==> src/sdmac_pkg.sv <==
// Shared register map, engine states, bus structs and constants for the SCSI DMA controller
package sdmac_pkg;

  // Register offsets on the 8-bit APB address
  typedef enum logic [7:0] {
    WTC     = 8'h04,  // Word transfer count
    CONTR   = 8'h08,  // Control register
    ACR     = 8'h0C,  // Address counter
    ST_DMA  = 8'h10,  // Start strobe
    FLUSH   = 8'h14,  // Flush strobe
    CLR_INT = 8'h18,  // Interrupt clear strobe
    ISTR    = 8'h1C,  // Interrupt status, read only
    VERSION = 8'h20,  // Version, read only
    SP_DMA  = 8'h3C,  // Stop strobe
    SSPBDAT = 8'h58   // Scratch data word
  } reg_addr_e;

  typedef enum logic [1:0] {
    IDLE = 2'd0,
    RUN  = 2'd1,
    DONE = 2'd2
  } xfer_state_e;

  localparam int          WTC_W         = 24;
  localparam logic [31:0] VERSION_VALUE = 32'h0000_0301;
  localparam logic [31:0] ACR_STEP      = 32'd4;         // One 32-bit word per acknowledge
  localparam logic [31:0] CONTR_WMASK   = 32'h0000_0006; // Only dmadir and inten are writable

  // APB request fields as seen by the blocks
  typedef struct packed {
    logic        sel;
    logic        enable;
    logic        write;
    logic [7:0]  addr;
    logic [31:0] wdata;
  } apb_req_t;

  // Decoded access, all zero outside the access phase
  typedef struct packed {
    logic wr;       // Legal write
    logic rd;       // Legal read
    logic wtc;
    logic contr;
    logic acr;
    logic istr;
    logic version;
    logic sspbdat;
    logic st_dma;
    logic sp_dma;
    logic clr_int;
    logic flush;
    logic miss;     // Unmapped offset or wrong direction
  } reg_sel_t;

  typedef struct packed {
    logic [28:0] rsvd_hi;
    logic        inten;   // Interrupt enable
    logic        dmadir;  // 1 = peripheral to memory
    logic        rsvd_lo;
  } contr_t;

  typedef struct packed {
    logic [25:0] rsvd_hi;
    xfer_state_e state;
    logic [2:0]  rsvd_mid;
    logic        int_p;    // Transfer finished, pending
  } istr_t;

  typedef struct packed {
    xfer_state_e        state;
    logic [31:0]        acr;
    logic [WTC_W-1:0]   wtc;
    logic               tc_pulse;  // Run ended by count or flush
  } engine_stat_t;

endpackage

==> src/sdmac_addr_decoder.sv <==
// Decodes the APB access phase into register selects, direction qualifiers and action strobes
`timescale 1ns/1ps

module sdmac_addr_decoder (
  input  sdmac_pkg::apb_req_t req,
  output sdmac_pkg::reg_sel_t sel
);

  logic access;

  // Same role as the chip select plus address strobe on the old bus
  assign access = req.sel & req.enable;

  always_comb begin
    sel = '0;
    if (access) begin
      case (req.addr)
        // Read/write registers
        sdmac_pkg::WTC:     sel.wtc     = 1'b1;
        sdmac_pkg::CONTR:   sel.contr   = 1'b1;
        sdmac_pkg::ACR:     sel.acr     = 1'b1;
        sdmac_pkg::SSPBDAT: sel.sspbdat = 1'b1;

        // Read only
        sdmac_pkg::ISTR: begin
          if (req.write) sel.miss = 1'b1;
          else           sel.istr = 1'b1;
        end
        sdmac_pkg::VERSION: begin
          if (req.write) sel.miss    = 1'b1;
          else           sel.version = 1'b1;
        end

        // Write strobes, data ignored
        sdmac_pkg::ST_DMA: begin
          if (req.write) sel.st_dma = 1'b1;
          else           sel.miss   = 1'b1;
        end
        sdmac_pkg::SP_DMA: begin
          if (req.write) sel.sp_dma = 1'b1;
          else           sel.miss   = 1'b1;
        end
        sdmac_pkg::CLR_INT: begin
          if (req.write) sel.clr_int = 1'b1;
          else           sel.miss    = 1'b1;
        end
        sdmac_pkg::FLUSH: begin
          if (req.write) sel.flush = 1'b1;
          else           sel.miss  = 1'b1;
        end

        default: sel.miss = 1'b1;  // Hole in the map
      endcase

      sel.wr = req.write & ~sel.miss;
      sel.rd = ~req.write & ~sel.miss;
    end
  end

  // An access never targets more than one register or strobe, and never hits and misses
  always_comb begin
    assert ($onehot0({sel.wtc, sel.contr, sel.acr, sel.istr, sel.version, sel.sspbdat,
                      sel.st_dma, sel.sp_dma, sel.clr_int, sel.flush, sel.miss}))
      else $error("decoder selected more than one target at 0x%02h", req.addr);
  end

endmodule

==> src/sdmac_ctrl_regs.sv <==
// Control register block with CONTR and SSPBDAT, feeding the engine and the read mux
`timescale 1ns/1ps

module sdmac_ctrl_regs (
  input  logic                cpuclk,
  input  logic                arst_n,
  input  sdmac_pkg::apb_req_t req,
  input  sdmac_pkg::reg_sel_t sel,
  output sdmac_pkg::contr_t   contr,
  output logic [31:0]         sspbdat
);

  logic contr_we;
  logic sspbdat_we;

  assign contr_we   = sel.wr & sel.contr;
  assign sspbdat_we = sel.wr & sel.sspbdat;

  // CONTR, reserved bits dropped on the way in
  always_ff @(posedge cpuclk or negedge arst_n) begin
    if (!arst_n) begin
      contr <= '0;
    end else if (contr_we) begin
      contr <= sdmac_pkg::contr_t'(req.wdata & sdmac_pkg::CONTR_WMASK);
    end
  end

  // Scratch word, no side effects
  always_ff @(posedge cpuclk or negedge arst_n) begin
    if (!arst_n) begin
      sspbdat <= '0;
    end else if (sspbdat_we) begin
      sspbdat <= req.wdata;  // Full 32 bits
    end
  end

  // Reserved CONTR bits stay clear whatever the host writes
  a_contr_rsvd_zero : assert property (
    @(posedge cpuclk) disable iff (!arst_n)
      (contr.rsvd_hi == '0) && !contr.rsvd_lo
  ) else $error("reserved CONTR bits set: 0x%08h", contr);

endmodule

==> src/sdmac_status_merge.sv <==
// Merges engine and register results into ISTR, read data, slave error and the interrupt line
`timescale 1ns/1ps

module sdmac_status_merge (
  input  logic                    cpuclk,
  input  logic                    arst_n,
  input  sdmac_pkg::reg_sel_t     sel,
  input  sdmac_pkg::contr_t       contr,
  input  logic [31:0]             sspbdat,
  input  sdmac_pkg::engine_stat_t stat,
  output logic [31:0]             prdata,
  output logic                    pready,
  output logic                    pslverr,
  output logic                    int_n
);

  logic              int_p;
  sdmac_pkg::istr_t  istr;

  // INT_P, set has priority over a clear on the same edge
  always_ff @(posedge cpuclk or negedge arst_n) begin
    if (!arst_n) begin
      int_p <= 1'b0;
    end else if (stat.tc_pulse) begin
      int_p <= 1'b1;
    end else if (sel.clr_int) begin
      int_p <= 1'b0;
    end
  end

  always_comb begin
    istr       = '0;
    istr.state = stat.state;  // Bits 5:4
    istr.int_p = int_p;
  end

  // Read mux, zero when no legal read is in progress
  always_comb begin
    prdata = '0;
    if (sel.rd) begin
      if (sel.wtc)     prdata = 32'(stat.wtc);
      if (sel.contr)   prdata = contr;
      if (sel.acr)     prdata = stat.acr;
      if (sel.istr)    prdata = istr;
      if (sel.version) prdata = sdmac_pkg::VERSION_VALUE;
      if (sel.sspbdat) prdata = sspbdat;
    end
  end

  assign pready  = sel.rd | sel.wr | sel.miss;  // Every access phase, no wait states
  assign pslverr = sel.miss;
  assign int_n   = ~(int_p & contr.inten);

endmodule

==> src/sdmac_top.sv <==
// Top level of the SCSI DMA register and transfer control, APB slave plus peripheral request pins
`timescale 1ns/1ps

module sdmac_top (
  input  logic        cpuclk,
  input  logic        arst_n,
  input  logic        psel,
  input  logic        penable,
  input  logic        pwrite,
  input  logic [7:0]  paddr,
  input  logic [31:0] pwdata,
  input  logic        dreq,
  output logic [31:0] prdata,
  output logic        pready,
  output logic        pslverr,
  output logic        dack,
  output logic [31:0] dma_addr,
  output logic        dma_dir,
  output logic        int_n
);

  sdmac_pkg::apb_req_t     req;
  sdmac_pkg::reg_sel_t     sel;
  sdmac_pkg::contr_t       contr;
  sdmac_pkg::engine_stat_t stat;
  logic [31:0]             sspbdat;

  assign req = '{sel: psel, enable: penable, write: pwrite, addr: paddr, wdata: pwdata};

  sdmac_addr_decoder u_decoder (
    .req (req),
    .sel (sel)
  );

  sdmac_ctrl_regs u_ctrl_regs (
    .cpuclk  (cpuclk),
    .arst_n  (arst_n),
    .req     (req),
    .sel     (sel),
    .contr   (contr),
    .sspbdat (sspbdat)
  );

  sdmac_xfer_engine u_engine (
    .cpuclk   (cpuclk),
    .arst_n   (arst_n),
    .req      (req),
    .sel      (sel),
    .contr    (contr),
    .dreq     (dreq),
    .dack     (dack),
    .dma_addr (dma_addr),
    .dma_dir  (dma_dir),
    .stat     (stat)
  );

  sdmac_status_merge u_merge (
    .cpuclk  (cpuclk),
    .arst_n  (arst_n),
    .sel     (sel),
    .contr   (contr),
    .sspbdat (sspbdat),
    .stat    (stat),
    .prdata  (prdata),
    .pready  (pready),
    .pslverr (pslverr),
    .int_n   (int_n)
  );

endmodule

==> src/sdmac_xfer_engine.sv <==
// Transfer engine holding ACR and WTC, running start/stop/flush and acknowledging peripheral requests
`timescale 1ns/1ps

module sdmac_xfer_engine (
  input  logic                    cpuclk,
  input  logic                    arst_n,
  input  sdmac_pkg::apb_req_t     req,
  input  sdmac_pkg::reg_sel_t     sel,
  input  sdmac_pkg::contr_t       contr,
  input  logic                    dreq,
  output logic                    dack,
  output logic [31:0]             dma_addr,
  output logic                    dma_dir,
  output sdmac_pkg::engine_stat_t stat
);

  sdmac_pkg::xfer_state_e           state;
  sdmac_pkg::xfer_state_e           state_nxt;
  logic [31:0]                      acr;
  logic [sdmac_pkg::WTC_W-1:0]      wtc;
  logic                             run_end;   // Count or flush finishes the run
  logic                             tc_pulse;
  logic                             running;

  assign running  = (state == sdmac_pkg::RUN);
  assign dack     = dreq & running;  // One word per high cycle, no back-pressure
  assign dma_addr = acr;
  assign dma_dir  = contr.dmadir;

  always_comb begin
    state_nxt = state;
    run_end   = 1'b0;
    case (state)
      sdmac_pkg::IDLE, sdmac_pkg::DONE: begin
        if (sel.st_dma) begin
          if (wtc != '0) begin
            state_nxt = sdmac_pkg::RUN;
          end else begin
            state_nxt = sdmac_pkg::DONE;  // Nothing to move
            run_end   = 1'b1;
          end
        end
      end
      sdmac_pkg::RUN: begin
        if (sel.flush || (dack && wtc == 1)) begin
          state_nxt = sdmac_pkg::DONE;
          run_end   = 1'b1;
        end
      end
      default: state_nxt = sdmac_pkg::IDLE;
    endcase
    // Stop overrides everything and raises no interrupt
    if (sel.sp_dma) begin
      state_nxt = sdmac_pkg::IDLE;
      run_end   = 1'b0;
    end
  end

  always_ff @(posedge cpuclk or negedge arst_n) begin
    if (!arst_n) begin
      state    <= sdmac_pkg::IDLE;
      tc_pulse <= 1'b0;
    end else begin
      state    <= state_nxt;
      tc_pulse <= run_end;  // High in the first cycle of DONE
    end
  end

  // Counters step per acknowledged word and load from the host only when not running
  always_ff @(posedge cpuclk or negedge arst_n) begin
    if (!arst_n) begin
      acr <= '0;
      wtc <= '0;
    end else if (dack) begin
      acr <= acr + sdmac_pkg::ACR_STEP;
      wtc <= wtc - 1'b1;
    end else if (!running) begin
      if (sel.wr && sel.acr) acr <= req.wdata;
      if (sel.wr && sel.wtc) wtc <= req.wdata[sdmac_pkg::WTC_W-1:0];
    end
  end

  assign stat = '{state: state, acr: acr, wtc: wtc, tc_pulse: tc_pulse};

  // Acknowledge only inside a run that still has words left
  a_dack_in_run : assert property (
    @(posedge cpuclk) disable iff (!arst_n)
      dack |-> running && (wtc != '0)
  ) else $error("dack outside RUN or with WTC at zero");

  // Every acknowledge takes WTC strictly down, so it never wraps
  a_wtc_no_wrap : assert property (
    @(posedge cpuclk) disable iff (!arst_n)
      dack |=> (wtc < $past(wtc))
  ) else $error("WTC wrapped below zero");

endmodule

==> config.mk <==
export PLATFORM = sky130hd
export DESIGN_NAME = sdmac_top
export DESIGN_NICKNAME = d
export VERILOG_FILES = /design/src/sdmac_pkg.sv /design/src/sdmac_addr_decoder.sv /design/src/sdmac_ctrl_regs.sv /design/src/sdmac_status_merge.sv /design/src/sdmac_top.sv /design/src/sdmac_xfer_engine.sv
export SDC_FILE = /design/constraint.sdc
export NUM_CORES = 1
export LEC_CHECK = 0
export BUFFER_PORTS_ARGS = -buffer_cell sky130_fd_sc_hd__buf_4
export CAP_MARGIN = 20
export CORE_MARGIN = 5
export CORE_UTILIZATION = 30
export CTS_CLUSTER_DIAMETER = 100
export DETAILED_ROUTE_END_ITERATION = 7
export GPL_TIMING_DRIVEN = 0
export HOLD_SLACK_MARGIN = 0.03
export SLEW_MARGIN = 20
export SYNTH_ARGS = -nofsm -noshare
export SYNTH_HDL_FRONTEND = slang
export SYNTH_HIERARCHICAL = 1
export SYNTH_SLANG_ARGS = --single-unit
==> constraint.sdc <==
create_clock -name cpuclk -period 6 [get_ports cpuclk]
set_input_delay 0.3 -clock cpuclk [delete_from_list [all_inputs] [get_ports cpuclk]]
set_output_delay 0.3 -clock cpuclk [all_outputs]
set_load 0.02 [all_outputs]
## Yosys cells after proc, flatten, opt, wreduce, memory -nomap -nowiden

Cells that the tools add are included.

| word-level totals | value |
|---|---|
| logic and storage cells | 94 |
| bits in registers | 94 |

| cells by class | value |
|---|---|
| add/subtract/negate cells | 2 |
| bitwise gates (word level) | 12 |
| mux-type cells | 40 |
| equality and inequality tests | 16 |
| reductions and logical operators | 16 |

Operator list:

| operator | number |
|---|---|
| 32-bit two-way mux | 8 |
| 24-bit two-way mux | 5 |
| 32-bit by 3-bit adder with 32-bit output (second input constant) | 1 |
| 8-bit by 5-bit == test with 1-bit output (second input constant) | 4 |
| 24-bit by 1-bit == test with 1-bit output (second input constant) | 1 |
| 24-bit nonzero test | 1 |
| 24-bit by 1-bit subtractor with 24-bit output (second input constant) | 1 |
| 1-bit two-way mux | 19 |
| 8-bit by 4-bit == test with 1-bit output (second input constant) | 2 |
| 8-bit by 6-bit == test with 1-bit output (second input constant) | 2 |
| 13-bit two-way mux | 1 |
| 8-bit by 3-bit == test with 1-bit output (second input constant) | 1 |
| 8-bit by 7-bit == test with 1-bit output (second input constant) | 1 |
| 2-bit two-way mux | 4 |
| 4-bit OR reduction | 2 |
| 1-bit AND | 7 |
| 3-bit != test (second input constant) | 2 |
| 2-bit AND reduction | 3 |
| 2-bit nonzero test | 3 |
| 2-bit case mux with 2 select lines | 1 |
| 2-bit OR reduction | 2 |
| 1-bit logical AND | 3 |
| 1-bit inverter | 3 |
| 1-bit case mux with 3 select lines | 1 |
| other kinds (7) | 8 |

## Longest topological paths before layout

Gate-level depths: netlist of the first run.

| depth | value |
|---|---|
| word-level depth | 14 |
| mapped depth | 10 |
| depth with buffers taken out | 8 |

## Modules after synthesis

Netlist of the first run, hierarchy kept.

By module, submodules not included:

| module | times used | cells each | area each (sq um) |
|---|---|---|---|
| sdmac_xfer_engine | 1 | 455 | 3870.0 |
| sdmac_ctrl_regs | 1 | 104 | 1650.3 |
| sdmac_status_merge | 1 | 163 | 993.5 |
| sdmac_addr_decoder | 1 | 49 | 292.8 |

## Worst setup path before layout of the first run

Ideal clock, no wire load.

| timing | value |
|---|---|
| path kind | input port to output port |
| start | in paddr[7] |
| end | out prdata[0] |
| setup slack | 3.313 ns |
| arrival time | 2.387 ns |
| stages | 5 |
| required time | 5.700 ns |
| cells stage by stage | or4_1 > nor4b_1 > a211oi_1 > and3_1 > a211oi_1 |

RTL lines:

| element | line | source |
|---|---|---|
| start, declared | sdmac_top.sv:10 | `input logic [7:0] paddr,` |
| end, declared | sdmac_top.sv:13 | `output logic [31:0] prdata,` |

==> results of run 1 <==
==> layout by cell type (no fill, tap or decap), drive strengths merged, types with 3 or more instances in the layout <==
master and count:
nand3 30, a31oi 6, nor3 29, and3 10, o311ai 8, or3 15, and4 9, buf 198
o31ai 4, nor4 19, clkinvlp 3, nor2b 6, nand2b 3, dfrtp 94, inv 14, a22oi 12
nand3b 7, ha 3, a211o 4, nand4 12, and2 4, o21ai 72, mux2i 4, clkbuf 36
or4 17, nand2 83, a311oi 11, a21oi 18, mux2 34, nor4b 3, o22ai 7, a211oi 15
a221oi 25, conb 30, a21o 3, or2 3, o211ai 11, nor2 42
==> metrics by stage <==
step	setup slack, ns	util, %
6_report	2.44	37.5
5_1_grt	2.30	37.5
3_3_place_gp	2.29	36.1
4_1_cts	2.47	37.5
3_5_place_dp	2.35	36.1
2_1_floorplan	3.31	-
==> cells in the mapped netlist (11+ instances only) <==
cell type	count	area [um^2]
or3_1	14	87.6
o21ai_1	47	235
or4_1	12	90.1
nor3_1	29	145
o21ai_0	24	120
buf_4	67	503
nand3_1	30	150
inv_1	13	48.8
a311oi_1	11	96.3
nand2_1	82	308
clkbuf_1	24	90.1
dfrtp_1	94	2350
mux2_4	30	450
nand4_1	12	75.1
nor2_1	42	158
a211oi_1	15	113
a21oi_1	17	85.1
a221oi_1	25	219
o211ai_1	11	82.6
nor4_1	18	113
a22oi_1	12	90.1
==> worst max-delay path by stage <==
stage / from / end / slack, ns
3_5_place_dp: paddr[5] / u_engine/dma_addr[12]$_DFFE_PN0P_ / 2.35
2_1_floorplan: paddr[7] / prdata[0] / 3.31
6_report: paddr[5] / prdata[15] / 2.44
5_1_grt: paddr[5] / prdata[15] / 2.30
4_1_cts: paddr[5] / prdata[15] / 2.47
3_3_place_gp: paddr[7] / u_engine/dma_addr[12]$_DFFE_PN0P_ / 2.29
==> per-layer routing <==
| metal | up-vias | wire [um] | global-route usage [%] | share of wire [%] |
|---|---|---|---|---|
| met5 | - | 0 | 0 | 0 |
| met4 | 0 | 743 | 7.00 | 2.8 |
| met3 | 46 | 2370 | 4.72 | 9.1 |
| met2 | 336 | 11700 | 30.4 | 45 |
| met1 | 3371 | 11300 | 27.2 | 43 |
| li1 | 3155 | - | - | - |
==> state kept, by name, indices dropped and copies added (netlist names) <==
name / flops
u_engine/tc_pulse: 1
u_engine/state: 2
u_merge/int_p: 1
u_engine/dma_addr: 32
u_engine/wtc: 24
u_ctrl_regs/contr: 2
u_ctrl_regs/sspbdat: 32
==> power breakdown <==
part	internal, mW	switching, mW	leakage [nW]
combinational	0.318	0.432	2.31
sequential	0.741	0.203	1.20
clock	0.377	0.267	0.148
==> worst max-delay path, cell delays in order <==
cell and delay (ns):
buf_4 0.14, or4_4 0.56, nor2_1 0.14, a2bb2oi_1 0.10
nor3_1 0.66, and2_1 0.22, buf_2 0.31, buf_2 0.34
nand2_1 0.08, o21ai_1 0.19, buf_4 0.21
==> cell families after synthesis <==
group / share of synthesized area, %
compound gates: 21.1
xor+xnor: 0.129
fa+ha+maj: 0.552
buf+inv: 12.2
flops: 34.6
mux: 7.87
other cells: 0.0551
simple gates: 23.6
==> cell type report <==
| type | count | area [um^2] | share of cell area [%] |
|---|---|---|---|
| Inverter | 14 | 52.6 | 0.622 |
| Tap cell | 285 | 357 | 4.22 |
| Sequential cell | 94 | 2350 | 27.8 |
| Timing Repair Buffer | 112 | 845 | 10.0 |
| Clock buffer | 11 | 243 | 2.87 |
| Multi-Input combinational cell | 581 | 3740 | 44.3 |
| Clock inverter | 5 | 82.6 | 0.977 |
| Buffer | 111 | 774 | 9.17 |
==> impl_results.md, run 1 <==
* CTS tree: built
* CP max FO at 10
* Final cell count without fillers at 1213
* Syn-to-layout area delta at 24.1%
* Via count at 6908
* Unrepaired setup endpoints after global routing: no
* Final setup viols at 0
* Initial Util at 30.2%
* Die height at 161 um
* Synthesized instance count at 771
* Max-cap violations at 0
* R2R cell count at 8
* Reg clk slew, reported paths at 0.07 ns
* Nets at 972
* Initial antenna violation count at 0
* Outcome: completed
* Worst reg2reg startpoint: u_engine/state[0]$_DFFE_PN0P_
* Post-synthesis instance area at 6810 um^2
* Crit path kind: in -> out
* Total global-route track usage at 19.8%
* Sinks on Clock Net at 94
* DRC violations left at 0
* WP data arrival at 3.26 ns
* H-tree level count at 3
* Max Slew Vio Count at 0
* DP Wirelength at 19500 um
* Clock skew at 0.00905 ns
* GRT overflow at 0
* Root Buffer: clkbuf_16
* Post-Syn Area per Cell at 8.83 um^2
* DRT antenna net count at 0
* Fin area at 8450 um^2
* Synth unique cells at 72
* Slew at the pin closest to its max-slew limit at 1.14 ns
* FILL cells at 2299
* Placed Cells at 1197
* Period minus WS final at 3.56 ns
* CTS max path bufs at 2
* Critical path startpoint category: input pin
* Cell row count at 55
* CORE AREA at 22500 um^2
* Static Leak at 3.66 nW
* Hold Fails Final Rpt at 0
* Largest net degree at the start of global routing at 95
* Power per cell area at 277 nW/um^2
* Setup slack, reg-to-reg at 3.10 ns
* Number of I/O port buffers at 112
* Synthesis-stage register bit count at 94
* Number of global-route vias before repair at 6559
* Total Wirelength at 26100 um
* WL/cell at 21.5 um
* First-iteration detailed-routing DRC count at 622
* Total Power at 2.34 mW
* Vias per inst at 5.69
* GP Congestion at 0.907
* Part of the Yosys area used for sequential elements at 34.6%
* Required time worst endpoint at 5.70 ns
* Die X at 161 um
* Ys async rst share at 100%
* Hold bufs inserted after CTS at 0
* Hold Crit Class: in -> async
* Setup TNS at 0 ns
* Crit end category: primary output
* First-pass GRT wire length at 39700 um
* Worst-Skew Late Latency at 0.36 ns
* Period utilization at 59.3%
* Io pins at 115
* Worst vdd ir at 197 uV
* Reg2reg end: u_engine/dma_addr[8]$_DFFE_PN0P_
* EDFF count, synth at 0
* CTS Buf Count at 9
* FMAX at 281 MHz
* Area after DPL at 8120 um^2
* Worst rel slew slack at 23.5%
* DIE AREA at 25800 um^2
* Hold Slack at 0.0302 ns
* Share of cells above drive strength 1 at 28.8%
* Post_cts resized at 0
* First-pass detailed-route iteration total at 5
* Postcts setup bufs at 0
* Synth warn at 6
* Top FF cell, synth: dfrtp_1
* N_diodes at 0
(Power assumes the default switching activity.)
==> inputs of run 2 (changes only) <==
Settings changed: ABC_AREA set to 1.
Clock period 6 ns to 3.05 ns, I/O delays scaled along.
==> impl_results.md, run 2 <==
* Commonest non-fill, non-tap cells in the layout: nand2_1 (398), buf_4 (193), nand3_1 (168)
* Initial Util at 30.3% (+0.092 points)
* Largest family of logic cells by synthesized area: simple AND/OR/NAND/NOR gates
* Worst-Skew Late Latency at 0.36 ns (about the same)
* Hold Crit Start: pwdata[22]
* Power per cell area at 529 nW/um^2 (+91%)
* Part of the Yosys area used for sequential elements at 29.9% (-4.6 points)
* Worst setup startpoint: paddr[0]
* GP Congestion at 0.969 (+6.8%)
* DIE AREA at 29500 um^2 (+14%)
* First-pass detailed-route iteration total at 5 (unchanged)
* Synth Area in XOR/XNOR at 0.668% (+0.54 points)
* First-pass GRT wire length at 44800 um (+13%)
* Number of global-route vias before repair at 7834 (+19%)
* Top post-synthesis cells by count: nand2_1 (398), nand3_1 (168), nor2_1 (130)
* Critical path startpoint category: input pin
* First-iteration detailed-routing DRC count at 826 (+33%)
* Total Power at 5.07 mW (+120%)
* Ys async rst share at 100% (unchanged)
* Total global-route track usage at 19.8% (about the same)
* Postcts setup bufs at 0 (unchanged)
* Area leader, netlist: dfrtp_1
* Worst vdd ir at 287 uV (+46%)
* Number of I/O port buffers at 114 (+1.8%)
* Required time worst endpoint at 2.90 ns (-2.80 ns)
* Period utilization at 81.0%
* Via count at 8428 (+22%)
* Hold Slack at 0.0463 ns (+0.0161 ns)
* CTS tree: built
* Adder-Cell Fraction of Synth Area at 0.477% (-0.074 points)
* Total Wirelength at 29700 um (+14%)
* Post_cts resized at 0 (unchanged)
* Root Buffer: clkbuf_16
* Hold Crit Class: in -> reg
* Worst rel slew slack at 38.1% (+15 points)
* Top FF cell, synth: dfrtp_1
* Post-synthesis instance area at 7860 um^2 (+15%)
* Crit end category: primary output
* Final setup viols at 0 (unchanged)
* CORE AREA at 25900 um^2 (+15%)
* Sinks on Clock Net at 94 (unchanged)
* Fraction of synthesized area in multiplexers at 0% (-7.9 points)
* Largest net degree at the start of global routing at 95 (unchanged)
* Hold Fails Final Rpt at 0 (unchanged)
* WP data arrival at 2.32 ns (-0.94 ns)
* Max Slew Vio Count at 0 (unchanged)
* Die height at 172 um (+7.0%)
* Outcome: completed
* Crit path kind: in -> out
* GRT overflow at 0 (unchanged)
* DP Wirelength at 23200 um (+19%)
* DRC violations left at 0 (unchanged)
* Unrepaired setup endpoints after global routing: no
* Slew at the pin closest to its max-slew limit at 0.928 ns (-0.208 ns)
* R2R cell count at 9 (+1)
* DRT antenna net count at 0 (unchanged)
* CP max FO at 10 (unchanged)
* Static Leak at 4.77 nW (+30%)
* Io pins at 115 (unchanged)
* Die X at 172 um (+7.0%)
* Synth warn at 6 (unchanged)
* CTS max path bufs at 2 (unchanged)
* Post-Syn Area per Cell at 6.37 um^2 (-28%)
* Nets at 1439 (+48%)
* Area share of the largest cell type after synthesis at 29.9% (-4.6 points)
* Synth Area in Simple Gates at 43.6% (+20 points)
* H-tree level count at 3 (unchanged)
* Max-cap violations at 0 (unchanged)
* Cell row count at 59 (+7.3%)
* Synth area leaders: dfrtp_1 (30%), nand2_1 (19%), nand3_1 (11%)
* WL/cell at 17.1 um (-20%)
* Synthesized instance count at 1235 (+60%)
* Reg clk slew, reported paths at 0.07 ns (about the same)
* Setup TNS at 0 ns (unchanged)
* Most common cell after layout, fill and taps aside: nand2_1
* Hold depth at 3
* N_diodes at 0 (unchanged)
* Share of cells above drive strength 1 at 22.1% (-6.7 points)
* Syn-to-layout area delta at 21.7%
* Initial antenna violation count at 0 (unchanged)
* Most numerous cell in the Yosys netlist: nand2_1
* Synthesis-stage register bit count at 94 (unchanged)
* Synth unique cells at 46 (-36%)
* Worst reg2reg startpoint: u_engine/dma_addr[9]$_DFFE_PN0P_
* Complex-gate fraction of the synthesized area at 9.63% (-11 points)
* Clock skew at 0.00714 ns (-0.00191 ns)
* FMAX at 405 MHz
* Vias per inst at 4.87 (-14%)
* Period minus WS final at 2.47 ns
* EDFF count, synth at 0 (unchanged)
* CTS Buf Count at 9 (unchanged)
[run 2: changes by cell type after synthesis, moves of 25 or more]
cell	change
a21oi_1	+37
a221oi_1	-25
inv_1	+87
mux2_4	-30
nand2_1	+316
nand2_2	+27
nand3_1	+138
nor2_1	+88
o21ai_1	-39
[run 2: metrics by stage]
| stage | instance area [um^2] | worst slack [ns] | instances | utilization (%) |
|---|---|---|---|---|
| 6_report | 9570 | 0.579 | 1730 | 36.9 |
| 5_1_grt | 9570 | 0.360 | 1730 | 36.9 |
| 4_1_cts | 9570 | 0.552 | 1730 | 36.9 |
| 3_5_place_dp | 9250 | 0.563 | 1713 | 35.7 |
| 3_3_place_gp | 9250 | 0.530 | 1713 | 35.7 |
| 2_1_floorplan | 7970 | 1.18 | 1264 | - |
[run 2: path summary, 6_finish.rpt]
check                                                 endpoint  slack (ns)
min reg2reg                u_ctrl_regs/sspbdat[12]$_DFFE_PN0P_        0.47
max reg2reg                  u_engine/dma_addr[28]$_DFFE_PN0P_        1.19
max in group asynchronous    u_engine/dma_addr[23]$_DFFE_PN0P_        1.95
min                        u_ctrl_regs/sspbdat[22]$_DFFE_PN0P_        0.05
min in group asynchronous  u_ctrl_regs/sspbdat[26]$_DFFE_PN0P_        0.47
max                                                 prdata[21]        0.58
[run 2: what timing repair did]
action | CTS | global route
hold endpoints to repair | 94 | 0
hold buffers | 1 | 0
endpoints found under the setup margin | 0 | 0
[run 2: kinds of logic (layout without fill, tap and decap cells)]
family	Yosys count	after routing
compound gates	131	131
xor+xnor	6	6
fa+ha+maj	3	3
buf+inv	225	356
flops	94	94
other cells	1	30
simple gates	775	775
[run 2: report_power, final]
group	internal, mW	leakage, nW	total, mW	switching [mW]
combinational	0.766	3.42	1.87	1.10
clock	0.723	0.148	1.24	0.515
sequential	1.47	1.21	1.96	0.491
total	2.96	4.77	5.07	2.11
[run 2: metal layers]
metal  global-route usage (%)  vias to the layer above  share of wire [%]
met2                     31.7                      327                 46
met1                     27.0                     3894                 44
li1                         -                     4154                  -
met3                     2.93                       53                7.4
met5                        0                        -                  0
met4                     8.03                        0                3.1
[run 2: cell type report]
class / count / area, um^2
plain buffers: 118 / 827
fillers: 2810 / 16300
flip-flops and latches: 94 / 2350
clock buffers: 13 / 240
multi-input cells: 945 / 4390
inverters: 107 / 403
well taps: 335 / 419
clock inverters: 3 / 68.8
repair buffers: 115 / 870
[run 2: worst max-delay path, cell delays in order]
cell     delay [ns]
buf_4          0.12
inv_1          0.05
nand2_2        0.08
nor2_1         0.22
nand3_1        0.16
nand2_1        0.09
nor2_1         0.04
nand3_2        0.06
nand2_1        0.07
nor2_1         0.28
inv_1          0.09
buf_2          0.22
buf_1          0.26
a21oi_1        0.24
buf_4          0.18
==> inputs of run 3 (changes only) <==
Settings changed: ABC_AREA 1 to 0.
Clock period 3.05 ns to 2.6 ns, I/O delays scaled along.
==> impl_results.md, run 3 (same netlist as run 1, synthesis figures left out) <==
* Outcome: completed
* Util after Layout at 38.8% (+1.9 points)
* DP Wirelength at 19500 um (-16%)
* Clock skew at 0.0106 ns (+0.00341 ns)
* Number of I/O port buffers at 112 (-1.8%)
* Hold Fails Final Rpt at 0 (unchanged)
* Hold Slack at 0.0319 ns (-0.0144 ns)
* Period utilization at 96.4%
* Final setup margin at 0.0938 ns (-0.485 ns)
* Number of global-route vias before repair at 6647 (-15%)
* Final setup viols at 0 (unchanged)
* Worst-Skew Late Latency at 0.36 ns (about the same)
* First-pass detailed-route iteration total at 5 (unchanged)
* Nets at 993 (-31%)
* Vias per inst at 5.67 (+16%)
* Placed Cells at 1197 (-30%)
* GRT overflow at 0 (unchanged)
* First-pass GRT wire length at 40000 um (-11%)
* FMAX at 399 MHz
* Reg clk slew, reported paths at 0.07 ns (about the same)
* GP Congestion at 0.907 (-6.4%)
* Crit path kind: reg -> reg
* Footprint of the multi-input gates at 3810 um^2 (-13%)
* Slew at the pin closest to its max-slew limit at 1.14 ns (+0.207 ns)
* Unrepaired setup endpoints after global routing: yes
* DRC violations left at 0 (unchanged)
* Initial antenna violation count at 0 (unchanged)
* Post-place setup slack at -0.881 ns (-1.44 ns)
* Cell row count at 55 (-6.8%)
* Power per cell area at 623 nW/um^2 (+18%)
* Worst vdd ir at 453 uV (+57%)
* WP data arrival at 2.74 ns (+0.42 ns)
* Worst rel slew slack at 23.6% (-15 points)
* DRT antenna net count at 0 (unchanged)
* Hold Crit Class: in -> reg
* FILL cells at 2272 (-19%)
* Io pins at 115 (unchanged)
* Largest net degree at the start of global routing at 95 (unchanged)
* CTS max path bufs at 2 (unchanged)
* Sinks on Clock Net at 94 (unchanged)
* WL/cell at 21.4 um (+25%)
* Share of cells above drive strength 1 at 30.6% (+8.5 points)
* Max Slew Vio Count at 0 (unchanged)
* CTS Buf Count at 9 (unchanged)
* DIE AREA at 25800 um^2 (-13%)
* Most common cell after layout, fill and taps aside: buf_4
* Die height at 161 um (-6.5%)
* Initial Util at 30.2% (-0.092 points)
* Total Wirelength at 26400 um (-11%)
* Commonest non-fill, non-tap cells in the layout: buf_4 (186), dfrtp_1 (93), nand2_1 (82)
* Syn-to-layout area delta at 28.3%
* Max-cap violations at 0 (unchanged)
* H-tree level count at 3 (unchanged)
* Required time worst endpoint at 2.84 ns (-0.06 ns)
* Total global-route track usage at 20.0% (+0.15 points)
* Critical path startpoint category: flop
* Die X at 161 um (-6.5%)
* Via count at 6998 (-17%)
* Crit end category: flop
* Final cell count without fillers at 1234 (-29%)
* CTS tree: built
* Root Buffer: clkbuf_16
* N_diodes at 0 (unchanged)
* First-iteration detailed-routing DRC count at 778 (-5.8%)
* Period minus WS final at 2.51 ns
* Register cell area after layout at 2350 um^2 (about the same)
* CP max FO at 8 (-2)
* Static Leak at 3.80 nW (-20%)
* CORE AREA at 22500 um^2 (-13%)
==> run 3: cell types whose count changed in the layout (fill, tap and decap cells not counted), moves of 27 or more <==
| cell | delta |
|---|---|
| nor2_1 | -89 |
| nand2_1 | -316 |
| a21oi_1 | -38 |
| mux2_4 | +30 |
| nand2_2 | -27 |
| nand3_1 | -138 |
| o21ai_1 | +36 |
| inv_1 | -87 |
==> run 3: worst paths after layout <==
check,startpoint,to,slack [ns],cells after the start
max in group asynchronous,arst_n,u_engine/wtc[0]$_DFFE_PN0P_,1.47,2
min in group asynchronous,arst_n,u_merge/int_p$_DFFE_PN0P_,0.43,2
max reg2reg,u_engine/dma_addr[8]$_DFFE_PN0P_,u_engine/dma_addr[19]$_DFFE_PN0P_,0.09,5
min reg2reg,u_ctrl_regs/sspbdat[0]$_DFFE_PN0P_,u_ctrl_regs/sspbdat[0]$_DFFE_PN0P_,0.51,1
max,u_engine/dma_addr[8]$_DFFE_PN0P_,u_engine/dma_addr[19]$_DFFE_PN0P_,0.09,5
min,pwdata[1],u_engine/dma_addr[1]$_DFFE_PN0P_,0.03,3
==> run 3: metrics by stage <==
stage	total power [mW]	cell area, um^2	TNS [ns]
after floorplan	3.15	6920	0
after global placement	3.87	8110	-44.76
after detailed placement	3.89	8120	-45.94
after CTS	5.41	8650	0
after global routing	5.73	8740	-0.00850
final	5.44	8740	0
==> run 3: layer usage <==
layer	GRT usage (%)	wire length, um
met3	4.67	2410
met1	27.2	11200
met4	7.20	841
met2	30.9	11900
met5	0	0
==> run 3: final cells by class <==
cell class	count	share of cell area [%]
Inverter	14	0.602
Timing Repair Buffer	133	11.9
Clock inverter	5	0.945
Multi-Input combinational cell	581	43.7
Clock buffer	11	2.78
Tap cell	285	4.08
Buffer	111	9.07
Sequential cell	94	26.9
==> run 3: critical path, stage by stage, from the launching register on <==
cell and delay (ns):
dfrtp_1 0.42, clkbuf_1 0.29, nand4_1 0.24, nor4_1 0.98, a21oi_1 0.14, a211o_1 0.32
==> run 3: where the power goes <==
group | internal, mW | leakage, nW | total, mW | switching, mW
registers | 1.71 | 1.20 | 2.18 | 0.469
logic | 0.761 | 2.45 | 1.77 | 1.01
clock network | 0.870 | 0.148 | 1.49 | 0.620
total | 3.34 | 3.80 | 5.44 | 2.10
==> run 3: timing repair <==
item	CTS	global route
hold endpoints to repair	110	1
resized for setup	16	16
pin swaps	1	4
hold buffers	15	1
setup buffers	1	4
setup endpoints to repair	71	52
